`src/source/redmule_cast_pkg.sv`:
```
// floating-point format constants and the FP8 source selector, imported by the cast datapath
package redmule_cast_pkg;

  // narrow source format, selected by a level at the cast unit
  typedef enum logic {
    FP8_E5M2 = 1'b0,
    FP8_E4M3 = 1'b1
  } fp8_fmt_e;

  // element widths
  localparam int unsigned Fp8W  = 8;
  localparam int unsigned Fp16W = 16;

  // every NaN leaves the cast unit in this one form
  localparam logic [15:0] Fp16QNaN = 16'h7E00;

  // exponent biases
  // E5M2 shares the FP16 exponent field, so it needs no bias of its own
  localparam int E4m3Bias = 7;
  localparam int Fp16Bias = 15;

endpackage : redmule_cast_pkg

```
`src/source/redmule_stream_pkg.sv`:
```
// default stream geometry for the packer, the word buffer and the cast stage top
package redmule_stream_pkg;

  // word layout
  //   a word is Lanes * Fp16W bits wide
  //   cast mode: FP8 lane i at bits [i*8 +: 8], upper half of the word is zero
  //   bypass mode: FP16 lane i at bits [i*16 +: 16]
  //   the buffer carries one mode bit above the word, 1 = cast

  // elements per word; the top overrides this and passes it down
  localparam int unsigned DefaultLanes = 4;

  // buffer depth in words
  localparam int unsigned DefaultFifoDepth = 4;

endpackage : redmule_stream_pkg

```
`src/source/redmule_fp8_widen.sv`:
```
// combinational widening of one FP8 element (E5M2 or E4M3) to FP16, one instance per lane
`timescale 1ns/100ps

module redmule_fp8_widen import redmule_cast_pkg::*; (
  input  logic [Fp8W-1:0]  elem_i,
  input  fp8_fmt_e         src_fmt_i,
  output logic [Fp16W-1:0] elem_o
);

  // a subnormal with its leading one at bit p lands at FP16 exponent SubBase + p
  localparam int SubBase = Fp16Bias - E4m3Bias - 2;

  logic       sign;
  logic [4:0] e5_exp;
  logic [1:0] e5_man;
  logic [3:0] e4_exp;
  logic [2:0] e4_man;
  logic [4:0] norm_exp;
  logic [4:0] sub_exp;
  logic [2:0] sub_man;

  assign sign   = elem_i[7];
  assign e5_exp = elem_i[6:2];
  assign e5_man = elem_i[1:0];
  assign e4_exp = elem_i[6:3];
  assign e4_man = elem_i[2:0];

  // rebias from 7 to 15
  assign norm_exp = {1'b0, e4_exp} + 5'(Fp16Bias - E4m3Bias);

  // normalize by leading-one position, the hidden one drops out
  always_comb begin
    sub_exp = '0;
    sub_man = '0;
    casez (e4_man)
      3'b1??: begin
        sub_exp = 5'(SubBase + 2);
        sub_man = {e4_man[1:0], 1'b0};
      end
      3'b01?: begin
        sub_exp = 5'(SubBase + 1);
        sub_man = {e4_man[0], 2'b00};
      end
      3'b001: begin
        sub_exp = 5'(SubBase);
        sub_man = 3'b000;
      end
      default: begin
        sub_exp = '0;
        sub_man = '0;
      end
    endcase
  end

  always_comb begin
    if (src_fmt_i == FP8_E5M2) begin
      if (e5_exp == '1 && e5_man != '0) begin
        elem_o = Fp16QNaN;
      end else begin
        elem_o = {elem_i, {(Fp16W - Fp8W){1'b0}}};
      end
    end else if (e4_exp == '1) begin
      elem_o = (e4_man == '0) ? {sign, 5'h1f, 10'h000} : Fp16QNaN;
    end else if (e4_exp != '0) begin
      elem_o = {sign, norm_exp, e4_man, 7'h00};
    end else if (e4_man != '0) begin
      elem_o = {sign, sub_exp, sub_man, 7'h00};
    end else begin
      // signed zero
      elem_o = {sign, 15'h0000};
    end
  end

endmodule : redmule_fp8_widen

```
`src/source/redmule_castin_packer.sv`:
```
// producer side of the cast stage, packs incoming elements into lane words for the buffer
`timescale 1ns/100ps

module redmule_castin_packer import redmule_cast_pkg::*; #(
  parameter int unsigned Lanes = 4
) (
  input  logic                 clk_i,
  input  logic                 rst_i,
  input  logic                 clear_i,
  input  logic                 elem_valid_i,
  input  logic [Fp16W-1:0]     elem_i,
  input  logic                 last_i,
  input  logic                 cast_i,
  input  logic                 fifo_full_i,
  output logic                 push_o,
  output logic [Lanes*Fp16W:0] payload_o,
  output logic                 overflow_o
);

  localparam int unsigned WordW = Lanes * Fp16W;
  localparam int unsigned CntW  = (Lanes > 1) ? $clog2(Lanes) : 1;

  logic [CntW-1:0]  cnt_q;
  logic             mode_q;
  logic [WordW-1:0] asm_q;
  logic             pend_q;
  logic [WordW:0]   out_q;
  logic             overflow_q;
  logic             mode_d;
  logic [WordW-1:0] asm_d;
  logic             word_done;

  // mode is taken with the first element, a fresh word starts from zero
  always_comb begin
    mode_d = (cnt_q == '0) ? cast_i : mode_q;
    asm_d  = (cnt_q == '0) ? '0 : asm_q;
    if (mode_d) begin
      asm_d[cnt_q*Fp8W +: Fp8W] = elem_i[Fp8W-1:0];
    end else begin
      asm_d[cnt_q*Fp16W +: Fp16W] = elem_i;
    end
  end

  assign word_done = elem_valid_i && (last_i || cnt_q == CntW'(Lanes - 1));

  always_ff @(posedge clk_i) begin
    if (rst_i || clear_i) begin
      cnt_q      <= '0;
      mode_q     <= 1'b0;
      pend_q     <= 1'b0;
      overflow_q <= 1'b0;
    end else begin
      pend_q <= word_done;
      if (elem_valid_i) begin
        mode_q <= mode_d;
        cnt_q  <= word_done ? '0 : cnt_q + 1'b1;
      end
      // a finished word that meets a full buffer is lost
      if (pend_q && fifo_full_i) begin
        overflow_q <= 1'b1;
      end
    end
  end

  always_ff @(posedge clk_i) begin
    if (elem_valid_i) begin
      asm_q <= asm_d;
      if (word_done) begin
        out_q <= {mode_d, asm_d};
      end
    end
  end

  assign push_o     = pend_q && !fifo_full_i;
  assign payload_o  = out_q;
  assign overflow_o = overflow_q;

endmodule : redmule_castin_packer

```
`src/source/redmule_cast_fifo.sv`:
```
// synchronous word buffer between packer and cast unit, payload format set by the instantiator
`timescale 1ns/100ps

module redmule_cast_fifo #(
  parameter int unsigned Depth     = 4,
  parameter type         payload_t = logic [7:0]
) (
  input  logic     clk_i,
  input  logic     rst_i,
  input  logic     clear_i,
  input  logic     push_i,
  input  payload_t data_i,
  input  logic     pop_i,
  output payload_t data_o,
  output logic     empty_o,
  output logic     full_o
);

  localparam int unsigned PtrW = (Depth > 1) ? $clog2(Depth) : 1;

  payload_t        mem_q [Depth];
  logic [PtrW-1:0] wr_ptr_q;
  logic [PtrW-1:0] rd_ptr_q;
  logic [PtrW:0]   count_q;
  logic            do_push;
  logic            do_pop;

  assign full_o  = (count_q == (PtrW + 1)'(Depth));
  assign empty_o = (count_q == '0);

  // pushes into a full buffer and pops from an empty one have no effect
  assign do_push = push_i && !full_o;
  assign do_pop  = pop_i && !empty_o;

  // head word is visible before the pop
  assign data_o = mem_q[rd_ptr_q];

  always_ff @(posedge clk_i) begin
    if (rst_i || clear_i) begin
      wr_ptr_q <= '0;
      rd_ptr_q <= '0;
      count_q  <= '0;
    end else begin
      if (do_push) begin
        wr_ptr_q <= (wr_ptr_q == PtrW'(Depth - 1)) ? '0 : wr_ptr_q + 1'b1;
      end
      if (do_pop) begin
        rd_ptr_q <= (rd_ptr_q == PtrW'(Depth - 1)) ? '0 : rd_ptr_q + 1'b1;
      end
      if (do_push && !do_pop) begin
        count_q <= count_q + 1'b1;
      end else if (do_pop && !do_push) begin
        count_q <= count_q - 1'b1;
      end
    end
  end

  always_ff @(posedge clk_i) begin
    if (do_push) begin
      mem_q[wr_ptr_q] <= data_i;
    end
  end

endmodule : redmule_cast_fifo

```
`src/source/redmule_castin.sv`:
```
// consumer side of the cast stage, pops buffered words and widens each lane or passes the word
`timescale 1ns/100ps

module redmule_castin import redmule_cast_pkg::*; #(
  parameter int unsigned Lanes = 4
) (
  input  logic                   clk_i,
  input  logic                   rst_i,
  input  logic                   clear_i,
  input  logic                   fifo_empty_i,
  input  logic [Lanes*Fp16W:0]   payload_i,
  input  fp8_fmt_e               src_fmt_i,
  input  logic                   dst_ready_i,
  output logic                   pop_o,
  output logic                   dst_valid_o,
  output logic [Lanes*Fp16W-1:0] dst_o
);

  localparam int unsigned WordW = Lanes * Fp16W;

  logic             cast_mode;
  logic [WordW-1:0] word;
  logic [WordW-1:0] widened;

  // mode bit rides above the word
  assign cast_mode = payload_i[WordW];
  assign word      = payload_i[WordW-1:0];

  assign pop_o = !fifo_empty_i && dst_ready_i;

  // FP8 lanes sit in the low half of the word
  for (genvar i = 0; i < Lanes; i++) begin : gen_lane
    redmule_fp8_widen u_widen (
      .elem_i    ( word[i*Fp8W +: Fp8W]       ),
      .src_fmt_i ( src_fmt_i                  ),
      .elem_o    ( widened[i*Fp16W +: Fp16W]  )
    );
  end

  always_ff @(posedge clk_i) begin
    if (rst_i || clear_i) begin
      dst_valid_o <= 1'b0;
    end else begin
      dst_valid_o <= pop_o;
    end
  end

  // output word holds between strobes, clear leaves it alone
  always_ff @(posedge clk_i) begin
    if (rst_i) begin
      dst_o <= '0;
    end else if (pop_o) begin
      dst_o <= cast_mode ? widened : word;
    end
  end

endmodule : redmule_castin

```
`src/source/redmule_castin_top.sv`:
```
// top of the input cast stage, connects packer, word buffer and cast unit
`timescale 1ns/100ps

module redmule_castin_top
  import redmule_cast_pkg::*;
  import redmule_stream_pkg::*;
#(
  parameter int unsigned Lanes     = DefaultLanes,
  parameter int unsigned FifoDepth = DefaultFifoDepth
) (
  input  logic                   clk_i,
  input  logic                   rst_i,
  input  logic                   elem_valid_i,
  input  logic [Fp16W-1:0]       elem_i,
  input  logic                   last_i,
  input  logic                   cast_i,
  input  fp8_fmt_e               src_fmt_i,
  input  logic                   clear_i,
  input  logic                   dst_ready_i,
  output logic                   dst_valid_o,
  output logic [Lanes*Fp16W-1:0] dst_o,
  output logic                   full_o,
  output logic                   overflow_o
);

  // buffered word, mode bit on top
  typedef struct packed {
    logic                   cast;
    logic [Lanes*Fp16W-1:0] word;
  } payload_t;

  logic     push;
  logic     pop;
  logic     fifo_empty;
  payload_t push_payload;
  payload_t pop_payload;

  redmule_castin_packer #(
    .Lanes ( Lanes )
  ) u_packer (
    .clk_i        ( clk_i        ),
    .rst_i        ( rst_i        ),
    .clear_i      ( clear_i      ),
    .elem_valid_i ( elem_valid_i ),
    .elem_i       ( elem_i       ),
    .last_i       ( last_i       ),
    .cast_i       ( cast_i       ),
    .fifo_full_i  ( full_o       ),
    .push_o       ( push         ),
    .payload_o    ( push_payload ),
    .overflow_o   ( overflow_o   )
  );

  redmule_cast_fifo #(
    .Depth     ( FifoDepth ),
    .payload_t ( payload_t )
  ) u_fifo (
    .clk_i   ( clk_i        ),
    .rst_i   ( rst_i        ),
    .clear_i ( clear_i      ),
    .push_i  ( push         ),
    .data_i  ( push_payload ),
    .pop_i   ( pop          ),
    .data_o  ( pop_payload  ),
    .empty_o ( fifo_empty   ),
    .full_o  ( full_o       )
  );

  redmule_castin #(
    .Lanes ( Lanes )
  ) u_castin (
    .clk_i        ( clk_i       ),
    .rst_i        ( rst_i       ),
    .clear_i      ( clear_i     ),
    .fifo_empty_i ( fifo_empty  ),
    .payload_i    ( pop_payload ),
    .src_fmt_i    ( src_fmt_i   ),
    .dst_ready_i  ( dst_ready_i ),
    .pop_o        ( pop         ),
    .dst_valid_o  ( dst_valid_o ),
    .dst_o        ( dst_o       )
  );

endmodule : redmule_castin_top

```
`config.mk`:
```
export PLATFORM = sky130hd
export DESIGN_NAME = redmule_castin_top
export DESIGN_NICKNAME = d
export VERILOG_FILES = /design/src/source/redmule_cast_pkg.sv /design/src/source/redmule_stream_pkg.sv /design/src/source/redmule_fp8_widen.sv /design/src/source/redmule_castin_packer.sv /design/src/source/redmule_cast_fifo.sv /design/src/source/redmule_castin.sv /design/src/source/redmule_castin_top.sv
export SDC_FILE = /design/constraint.sdc
export NUM_CORES = 1
export LEC_CHECK = 0
export ABC_CLOCK_PERIOD_IN_PS = 2830
export BUFFER_PORTS_ARGS = -buffer_cell sky130_fd_sc_hd__buf_2
export CAP_MARGIN = 15
export CELL_PAD_IN_SITES_DETAIL_PLACEMENT = 1
export CELL_PAD_IN_SITES_GLOBAL_PLACEMENT = 1
export CORE_AREA = 3 3 200 202
export CTS_BUF_LIST = sky130_fd_sc_hd__clkbuf_8
export DETAILED_ROUTE_END_ITERATION = 6
export DIE_AREA = 0 0 203 205
export GPL_ROUTABILITY_DRIVEN = 1
export PLACE_DENSITY_LB_ADDON = 0.1
export SETUP_SLACK_MARGIN = 0.1
export SKIP_CTS_REPAIR_TIMING = 1
export SLEW_MARGIN = 40
export SYNTH_ARGS = -nofsm -noshare
export SYNTH_HDL_FRONTEND = slang
export SYNTH_SLANG_ARGS = --single-unit
```
`constraint.sdc`:
```
create_clock -name clk_i -period 2.83 [get_ports clk_i]
set_input_delay 0.4245 -clock clk_i [delete_from_list [all_inputs] [get_ports clk_i]]
set_output_delay 0.4245 -clock clk_i [all_outputs]
set_load 0.005 [all_outputs]
```
### Word-level counts from Yosys, hierarchy flattened

Memories as Yosys holds them, arrays and structs flattened. A register that Yosys moved wholly into a read port is not among the register bits.
Index checks and enable logic that the tools add are counted.

| cells by class | value |
|---|---|
| add/subtract/negate cells | 11 |
| mux-type cells | 47 |
| shift-type cells | 4 |
| equality and inequality tests | 20 |
| reduce and logical (&&, ||, !) cells | 38 |

Operators with widths:

| kind | count |
|---|---|
| $mux W16 | 16 |
| $mux W64 | 3 |
| $bwmux W64 | 2 |
| $mux W15 | 8 |
| $shift A16 B34 Y64 const A | 1 |
| $shift A8 B34 Y64 const A | 1 |
| $shiftx A16 B34 Y64 | 1 |
| $shiftx A8 B34 Y64 | 1 |
| $pmux W4 S3 | 4 |
| $neg A5 Y34 | 1 |
| $neg A6 Y34 | 1 |
| $pmux W3 S2 | 4 |
| $add A4 B4 Y5 const B | 4 |
| $eq A5 B5 Y1 const B | 4 |
| $eq A4 B4 Y1 const B | 4 |
| $reduce_bool A4 Y1 | 4 |
| $logic_not A3 Y1 | 5 |
| $eq A3 B1 Y1 const B | 4 |
| $logic_and A1 B1 Y1 | 12 |
| $reduce_bool A3 Y1 | 4 |
| $mux W2 | 5 |
| $reduce_bool A2 Y1 | 5 |
| $eq A2 B1 Y1 const B | 4 |
| $add A2 B1 Y2 const B | 3 |
| 10 further kinds | 19 |

| word-level totals | value |
|---|---|
| flip-flop bits (word level) | 206 |
| bits of input ports | 24 |
| memories kept | 1 |
| memory bits (writable) | 260 |
| word-level logic and storage cells | 132 |

Memory list:

| name | depth | bits a word | read ports | clocked after memory_dff | write ports | line | text |
|---|---|---|---|---|---|---|---|
| u_fifo.mem_q | 4 | 65 | 1 | 1 | 1 | redmule_cast_fifo.sv:21 | `payload_t mem_q [Depth];` |

### Depth between registers and ports, before layout

Gate-level depths: netlist of run 1.

| logic depth | value |
|---|---|
| depth in word-level cells | 8 |
| depth in mapped cells | 11 |

### Hierarchy

From an unflattened synthesis of run 1, not the netlist that was laid out.

| second synthesis, totals | value |
|---|---|
| cells, all modules | 1346 |
| area, all modules | 20260.7 um2 |

Modules (own cells, without submodules):

| module | instances | cells each | area each (um2) |
|---|---|---|---|
| redmule_cast_fifo | 1 | 390 | 9849.4 |
| redmule_castin_packer | 1 | 489 | 6033.3 |
| redmule_castin | 1 | 287 | 3226.8 |
| redmule_fp8_widen | 4 | 45 | 287.8 |

### Worst setup path before layout of run 1

No wires, ideal clock.

| timing | value |
|---|---|
| kind | register -> register |
| start point | register u_fifo.count_q[0] |
| end point | register u_fifo.count_q[2] |
| path slack | 46 ps |
| buffers on the path | 3 |
| cell stages (with the launch flop) | 12 |
| required time | 2759 ps |
| arrival | 2713 ps |
| clock period less this slack | 2784 ps |
| cell sequence | dfxtp_1 o31a_1 clkbuf_1 inv_1 buf_1 buf_1 ha_1 inv_1 fa_1 xor2_1 or3_1 a21oi_1 |

| between the ends | value |
|---|---|
| cells in the longest elaborated chain, start to end | 7 |

RTL lines:

| what | line | text |
|---|---|---|
| start: declaration | redmule_cast_fifo.sv:24 | `logic [PtrW:0] count_q;` |
| start signal: assignment | redmule_cast_fifo.sv:51 | `count_q <= count_q + 1'b1;` |
| start signal: assignment | redmule_cast_fifo.sv:53 | `count_q <= count_q - 1'b1;` |
| branches (longest 7 deep; another with $sub A3 B1 Y3) | -- |  |

Several ways; the timed one is not identified. The select of a mux whose other input is x is not followed.
A chain may end at the register's enable or synchronous reset.

==> flow_summary.toml, run 1 <==
[sta]
setup_slack_ps = 305
worst_pin_slew_ps = 793
slew_headroom = 0.472
drv_slew = 0
fin_crit_sh = 0.892
hold_viol = 0
fmaxAchievable_ghz = 0.396
finalSetupViolations = 0
rsz0062_at_grt = "no"
finalWorstPathRequiredPeriod_ps = 2520
fin_worst_skew_ps = 26.3
setup-tns-final_ps = 0

[drt]
via_per_inst = 5.82
routedWlPerCell_um = 24.5
drc = 0
num_vias = 11300
drtIter0Drc = 883
ant_nets = 0
routed_wl_um = 47500
drt_first_pass_iters = 5

[synth]
ys_async_sr_fraction = 0
syn-num-nets = 1245
synth_top_area_frac = 0.627
dominantRegCellSynth = "edfxtp_1"
syn_inst = 1209
ys_top_cells_by_area = "edfxtp_1 63%, dfxtp_1 8.5%, mux4_2 7.6%"
synth-edff-count = 389
ys_seq_elements = 468
synth_top_area_cell = "edfxtp_1"
syn-cell-area_um2 = 18600
yosys_warnings = 0
synth.distinct_cells = 67
seq_area_frac_synth = 0.712
synth_area_per_cell_um2 = 15.4

[finish]
nets = 1395
layout-drive-gt1-share = 0.238
final_common_cell = "edfxtp_1"
layout_common_cells = "389 x edfxtp_1, 90 x buf_2, 84 x clkbuf_8, 83 x nor2_1, 77 x dfxtp_1"
area_growth_pct = 15.1

[power]
cellPowerDensity_nw_per_um2 = 650
ir_drop_mv = 0.295
p_leak_nw = 7.36

[setup_path]
cp.arrival_ps = 3000
worstPathRequired_ps = 3300
cp-end-kind = "register"
criticalPathCategory = "reg -> reg"
crit_path_max_fanout = 14
critPathLaunchType = "register"

[floorplan]
ios = 91
fp.dieW_um = 203
rows = 72
core_um2 = 38500
die-height_um = 205
die_area_um2 = 41600
initial_utilization = 0.485

[clocking]
cts_buffers = 78
clk_latency_ps = 630
cts_max_level = 3
cts_tree = "done"
root_buffer = "clkbuf_8"
clk_pin_slew_worst_paths_ps = 60
clockBufferDepth = 3
clock_sinks = 468

[placed_design]
pre_cts_slack_ps = 234
globalplace.congestion = 0.814
hpwlAfterDp_um = 30700
io_buffers = 90

[job]
drv_cap = 0

[grt]
grt_max_degree = 72
track_usage = 0.232
grt_pass1_wl_um = 72900
grt_pass1_vias = 11700
grt_antenna_before_repair = 1
grt.overflow.total = 0

[min_path]
hp-class = "in -> reg"

[status]
status = "finished clean"
==> synthesized netlist by cell type (7+ instances only) <==
master,instances
a22oi_1,27
nor3b_1,10
edfxtp_1,389
clkbuf_1,62
mux4_2,63
o22ai_1,18
nor2_1,83
a222oi_1,8
inv_1,36
ha_1,11
nor2b_1,10
buf_2,9
nand4_1,11
nand3_1,37
o211ai_1,10
a21oi_1,77
o31ai_1,9
o21ai_0,25
a31oi_1,17
dfxtp_1,79
a211oi_1,15
nor3_1,7
a22o_1,14
nand2_1,69
a221oi_1,14
a311oi_1,9
==> report_power, final <==
group / leakage (nW) / switching [W] / internal, W
logic: 2.26 / 0.000414 / 0.000215
registers: 4.27 / 0.000109 / 0.00761
clock network: 0.828 / 0.00267 / 0.00292
total: 7.36 / 0.00320 / 0.0108
==> worst max-delay path, cell delays in order (launching register included) <==
cell and delay, ps:
dfxtp_4 400, buf_12 160, buf_4 130, mux4_2 530
or4_4 590, o211a_1 240, a221oi_2 220, a211oi_1 100
==> layer usage <==
layer / vias to the layer above / wire length (µm) / GRT usage
met5: - / 0 / 0
met2: 349 / 21600 / 0.348
met3: 72 / 3220 / 0.0591
met1: 5794 / 21800 / 0.337
li1: 5093 / - / -
met4: 0 / 903 / 0.0730
==> state kept, by name, indices dropped and copies added (netlist names), 2 cells and up, named ones only <==
| register | count |
|---|---|
| u_fifo.wr_ptr_q | 2 |
| u_castin.dst_o | 64 |
| u_packer.payload_o | 65 |
| u_packer.cnt_q | 2 |
| u_fifo.rd_ptr_q | 2 |
| u_fifo.mem_q | 260 |
| u_packer.asm_q | 64 |
| u_fifo.count_q | 3 |
==> through the flow <==
step / utilization / hold WS [ps] / total power, W / cell area, µm² / instances
2_1_floorplan: - / 435 / 0.00818 / 18600 / 1209
3_3_place_gp: 0.517 / 437 / 0.00847 / 19900 / 1789
3_5_place_dp: 0.517 / 442 / 0.00849 / 19900 / 1789
4_1_cts: 0.555 / 228 / 0.0141 / 21400 / 1932
5_1_grt: 0.557 / 267 / 0.0145 / 21400 / 1940
6_report: 0.558 / 274 / 0.0140 / 21400 / 1943
==> final timing paths <==
check                           cells past startpoint                      startpoint                              to  slack, ps
worst max register to register                      7                        register  u_castin.dst_o[9]$_SDFFE_PP0P_        310
worst max-delay path                                7                        register  u_castin.dst_o[9]$_SDFFE_PP0P_        310
worst min-delay path                                3                       elem_i[8]     u_packer.asm_q[8]$_DFFE_PP_        270
worst min register to register                      2  u_castin.dst_o[5]$_SDFFE_PP0P_  u_castin.dst_o[5]$_SDFFE_PP0P_        450
==> area by class of cell <==
class	count	area, µm²
inverters	36	135
well taps	518	648
clock inverters	59	302
diodes	3	7.51
multi-input cells	621	4870
fillers	3743	17000
clock buffers	84	1160
flip-flops and latches	468	13300
repair buffers	154	1060
==> cells by family (layout without fill, tap and decap cells) <==
group,count (synthesis),count (layout),synth area share
buffers and inverters,120,333,0.0281
xor gates and xnor gates,3,3,0.00141
muxes,74,74,0.0840
other,0,3,0
DFF,468,468,0.712
AOI/OAI and AO/OA,266,266,0.0961
adders and majority gates,16,16,0.0106
and+or+nand+nor,262,262,0.0683
No activity file was read; power rests on OpenSTA's default activity.
==> run 2, diff against run 1 <==
--- a/config.mk
+++ b/config.mk
@@ -6,19 +6,18 @@
 export NUM_CORES = 1
 export LEC_CHECK = 0
 export ABC_CLOCK_PERIOD_IN_PS = 2830
-export BUFFER_PORTS_ARGS = -buffer_cell sky130_fd_sc_hd__buf_2
 export CAP_MARGIN = 15
 export CELL_PAD_IN_SITES_DETAIL_PLACEMENT = 1
 export CELL_PAD_IN_SITES_GLOBAL_PLACEMENT = 1
-export CORE_AREA = 3 3 200 202
+export CORE_AREA = 3 3 196 198
 export CTS_BUF_LIST = sky130_fd_sc_hd__clkbuf_8
 export DETAILED_ROUTE_END_ITERATION = 6
-export DIE_AREA = 0 0 203 205
+export DIE_AREA = 0 0 199 201
+export DONT_BUFFER_PORTS = 1
 export GPL_ROUTABILITY_DRIVEN = 1
 export PLACE_DENSITY_LB_ADDON = 0.1
 export SETUP_SLACK_MARGIN = 0.1
 export SKIP_CTS_REPAIR_TIMING = 1
-export SLEW_MARGIN = 40
 export SYNTH_ARGS = -nofsm -noshare
 export SYNTH_HDL_FRONTEND = slang
 export SYNTH_SLANG_ARGS = --single-unit
==> flow_summary.toml, run 2 (synthesis gave the netlist of run 1 again) <==
[finish]
post-route-util = 0.568
regArea_um2 = 13300
top_register = "u_fifo.mem_q"
layout-drive-gt1-share = 0.176
n_fill_cell = 3475
area_growth_pct = 11.9
final_common_cell = "edfxtp_1"
nets = 1288
layout_common_cells = "389 x edfxtp_1, 84 x clkbuf_8, 83 x nor2_1, 77 x a21oi_1, 77 x dfxtp_1"
largest_register_ffs = 260
multi_input_area_um2 = 4870
instances_no_fill = 1780

[drt]
drtIter0Drc = 1026
drt_first_pass_iters = 5
routed_wl_um = 47100
routedWlPerCell_um = 26.5
via_per_inst = 6.19
num_vias = 11000
drc = 0
ant_nets = 0

[grt]
grt_antenna_before_repair = 0
grt_pass1_wl_um = 71300
grt.overflow.total = 0
grt_pass1_vias = 11200
track_usage = 0.236
grt_max_degree = 72

[sta]
setup-tns-final_ps = 0
rsz0062_at_grt = "no"
fin_worst_skew_ps = 39.1
finalSetupViolations = 0
drv_slew = 0
fmaxAchievable_ghz = 0.383
whs_ps = -21.5
finalWorstPathRequiredPeriod_ps = 2610
hold_viol = 1
worst_pin_slew_ps = 935
fin_crit_sh = 0.924
slew_headroom = 0.377

[clocking]
cts_max_level = 3
cts_buffers = 77
clk_pin_slew_worst_paths_ps = 60
clock_sinks = 468
cts_tree = "done"
root_buffer = "clkbuf_8"
clk_latency_ps = 620
clockBufferDepth = 3

[status]
violations = "negative hold slack"
status = "finished, violations left"

[power]
cellPowerDensity_nw_per_um2 = 673
ir_drop_mv = 0.386
p_leak_nw = 6.83

[placed_design]
dp_cells = 1633
io_buffers = 0
hpwlAfterDp_um = 30300
globalplace.congestion = 0.813

[floorplan]
fp.dieW_um = 199
rows = 70
core_um2 = 36700
initial_utilization = 0.508
die_area_um2 = 40000
die-height_um = 201
ios = 91

[setup_path]
criticalPathCategory = "reg -> reg"
cp.arrival_ps = 3160
worstPathRequired_ps = 3370
critPathLaunchType = "register"
crit_path_max_fanout = 17
cp-end-kind = "register"

[job]
drv_cap = 0

[min_path]
hp-class = "in -> reg"
hp-start = "elem_valid_i"
==> run 2: cell count changes in the layout (fill, tap and decap cells not counted), moves of 3 or more <==
cell | previous run | this run
buf_12 | 10 | 7
buf_4 | 53 | 37
clkinv_1 | 21 | 15
buf_2 | 90 | 0
==> run 2: path summary, 6_finish.rpt <==
check	end	slack [ps]	depth (start not counted)
max	u_castin.dst_o[60]$_SDFFE_PP0P_	220	5
min	u_packer.cnt_q[1]$_SDFFE_PP0P_	-20	2
max reg2reg	u_castin.dst_o[60]$_SDFFE_PP0P_	220	5
min reg2reg	register	460	2
==> run 2: routing by layer <==
| metal | GRT usage | routed length, µm |
|---|---|---|
| met1 | 0.359 | 21400 |
| met3 | 0.0512 | 3430 |
| met2 | 0.347 | 21300 |
| met5 | 0 | 0 |
| met4 | 0.0678 | 996 |
==> run 2: final cells by class <==
cell class / count / area share
well taps: 468 / 0.0281
diodes: 1 / 0.000120
clock inverters: 54 / 0.0164
repair buffers: 48 / 0.0236
inverters: 36 / 0.00648
multi-input cells: 621 / 0.233
flip-flops and latches: 468 / 0.636
clock buffers: 84 / 0.0554
==> run 2: through the flow <==
stage               worst slack (ps)  area, µm²  total power, W  hold slack, ps
floorplan                        150      18600         0.00818             435
global placement                 239      19200         0.00833             453
detailed placement               206      19200         0.00835             461
CTS                              190      20700          0.0141            -165
global route                     108      20800          0.0146           0.430
finish                           216      20900          0.0140           -21.5
==> run 2: critical path, cell delays in order, from the launching register on <==
cell and delay [ps]:
dfxtp_4 530, mux4_2 640, or4_1 680, o31ai_1 390
o211ai_1 180, nand2_1 110
==> run 2: report_power, final <==
part,total (W),internal [W],leakage [nW],switching (W)
clock,0.00578,0.00311,0.842,0.00267
sequential,0.00773,0.00761,4.27,0.000120
combinational,0.000526,0.000181,1.72,0.000345
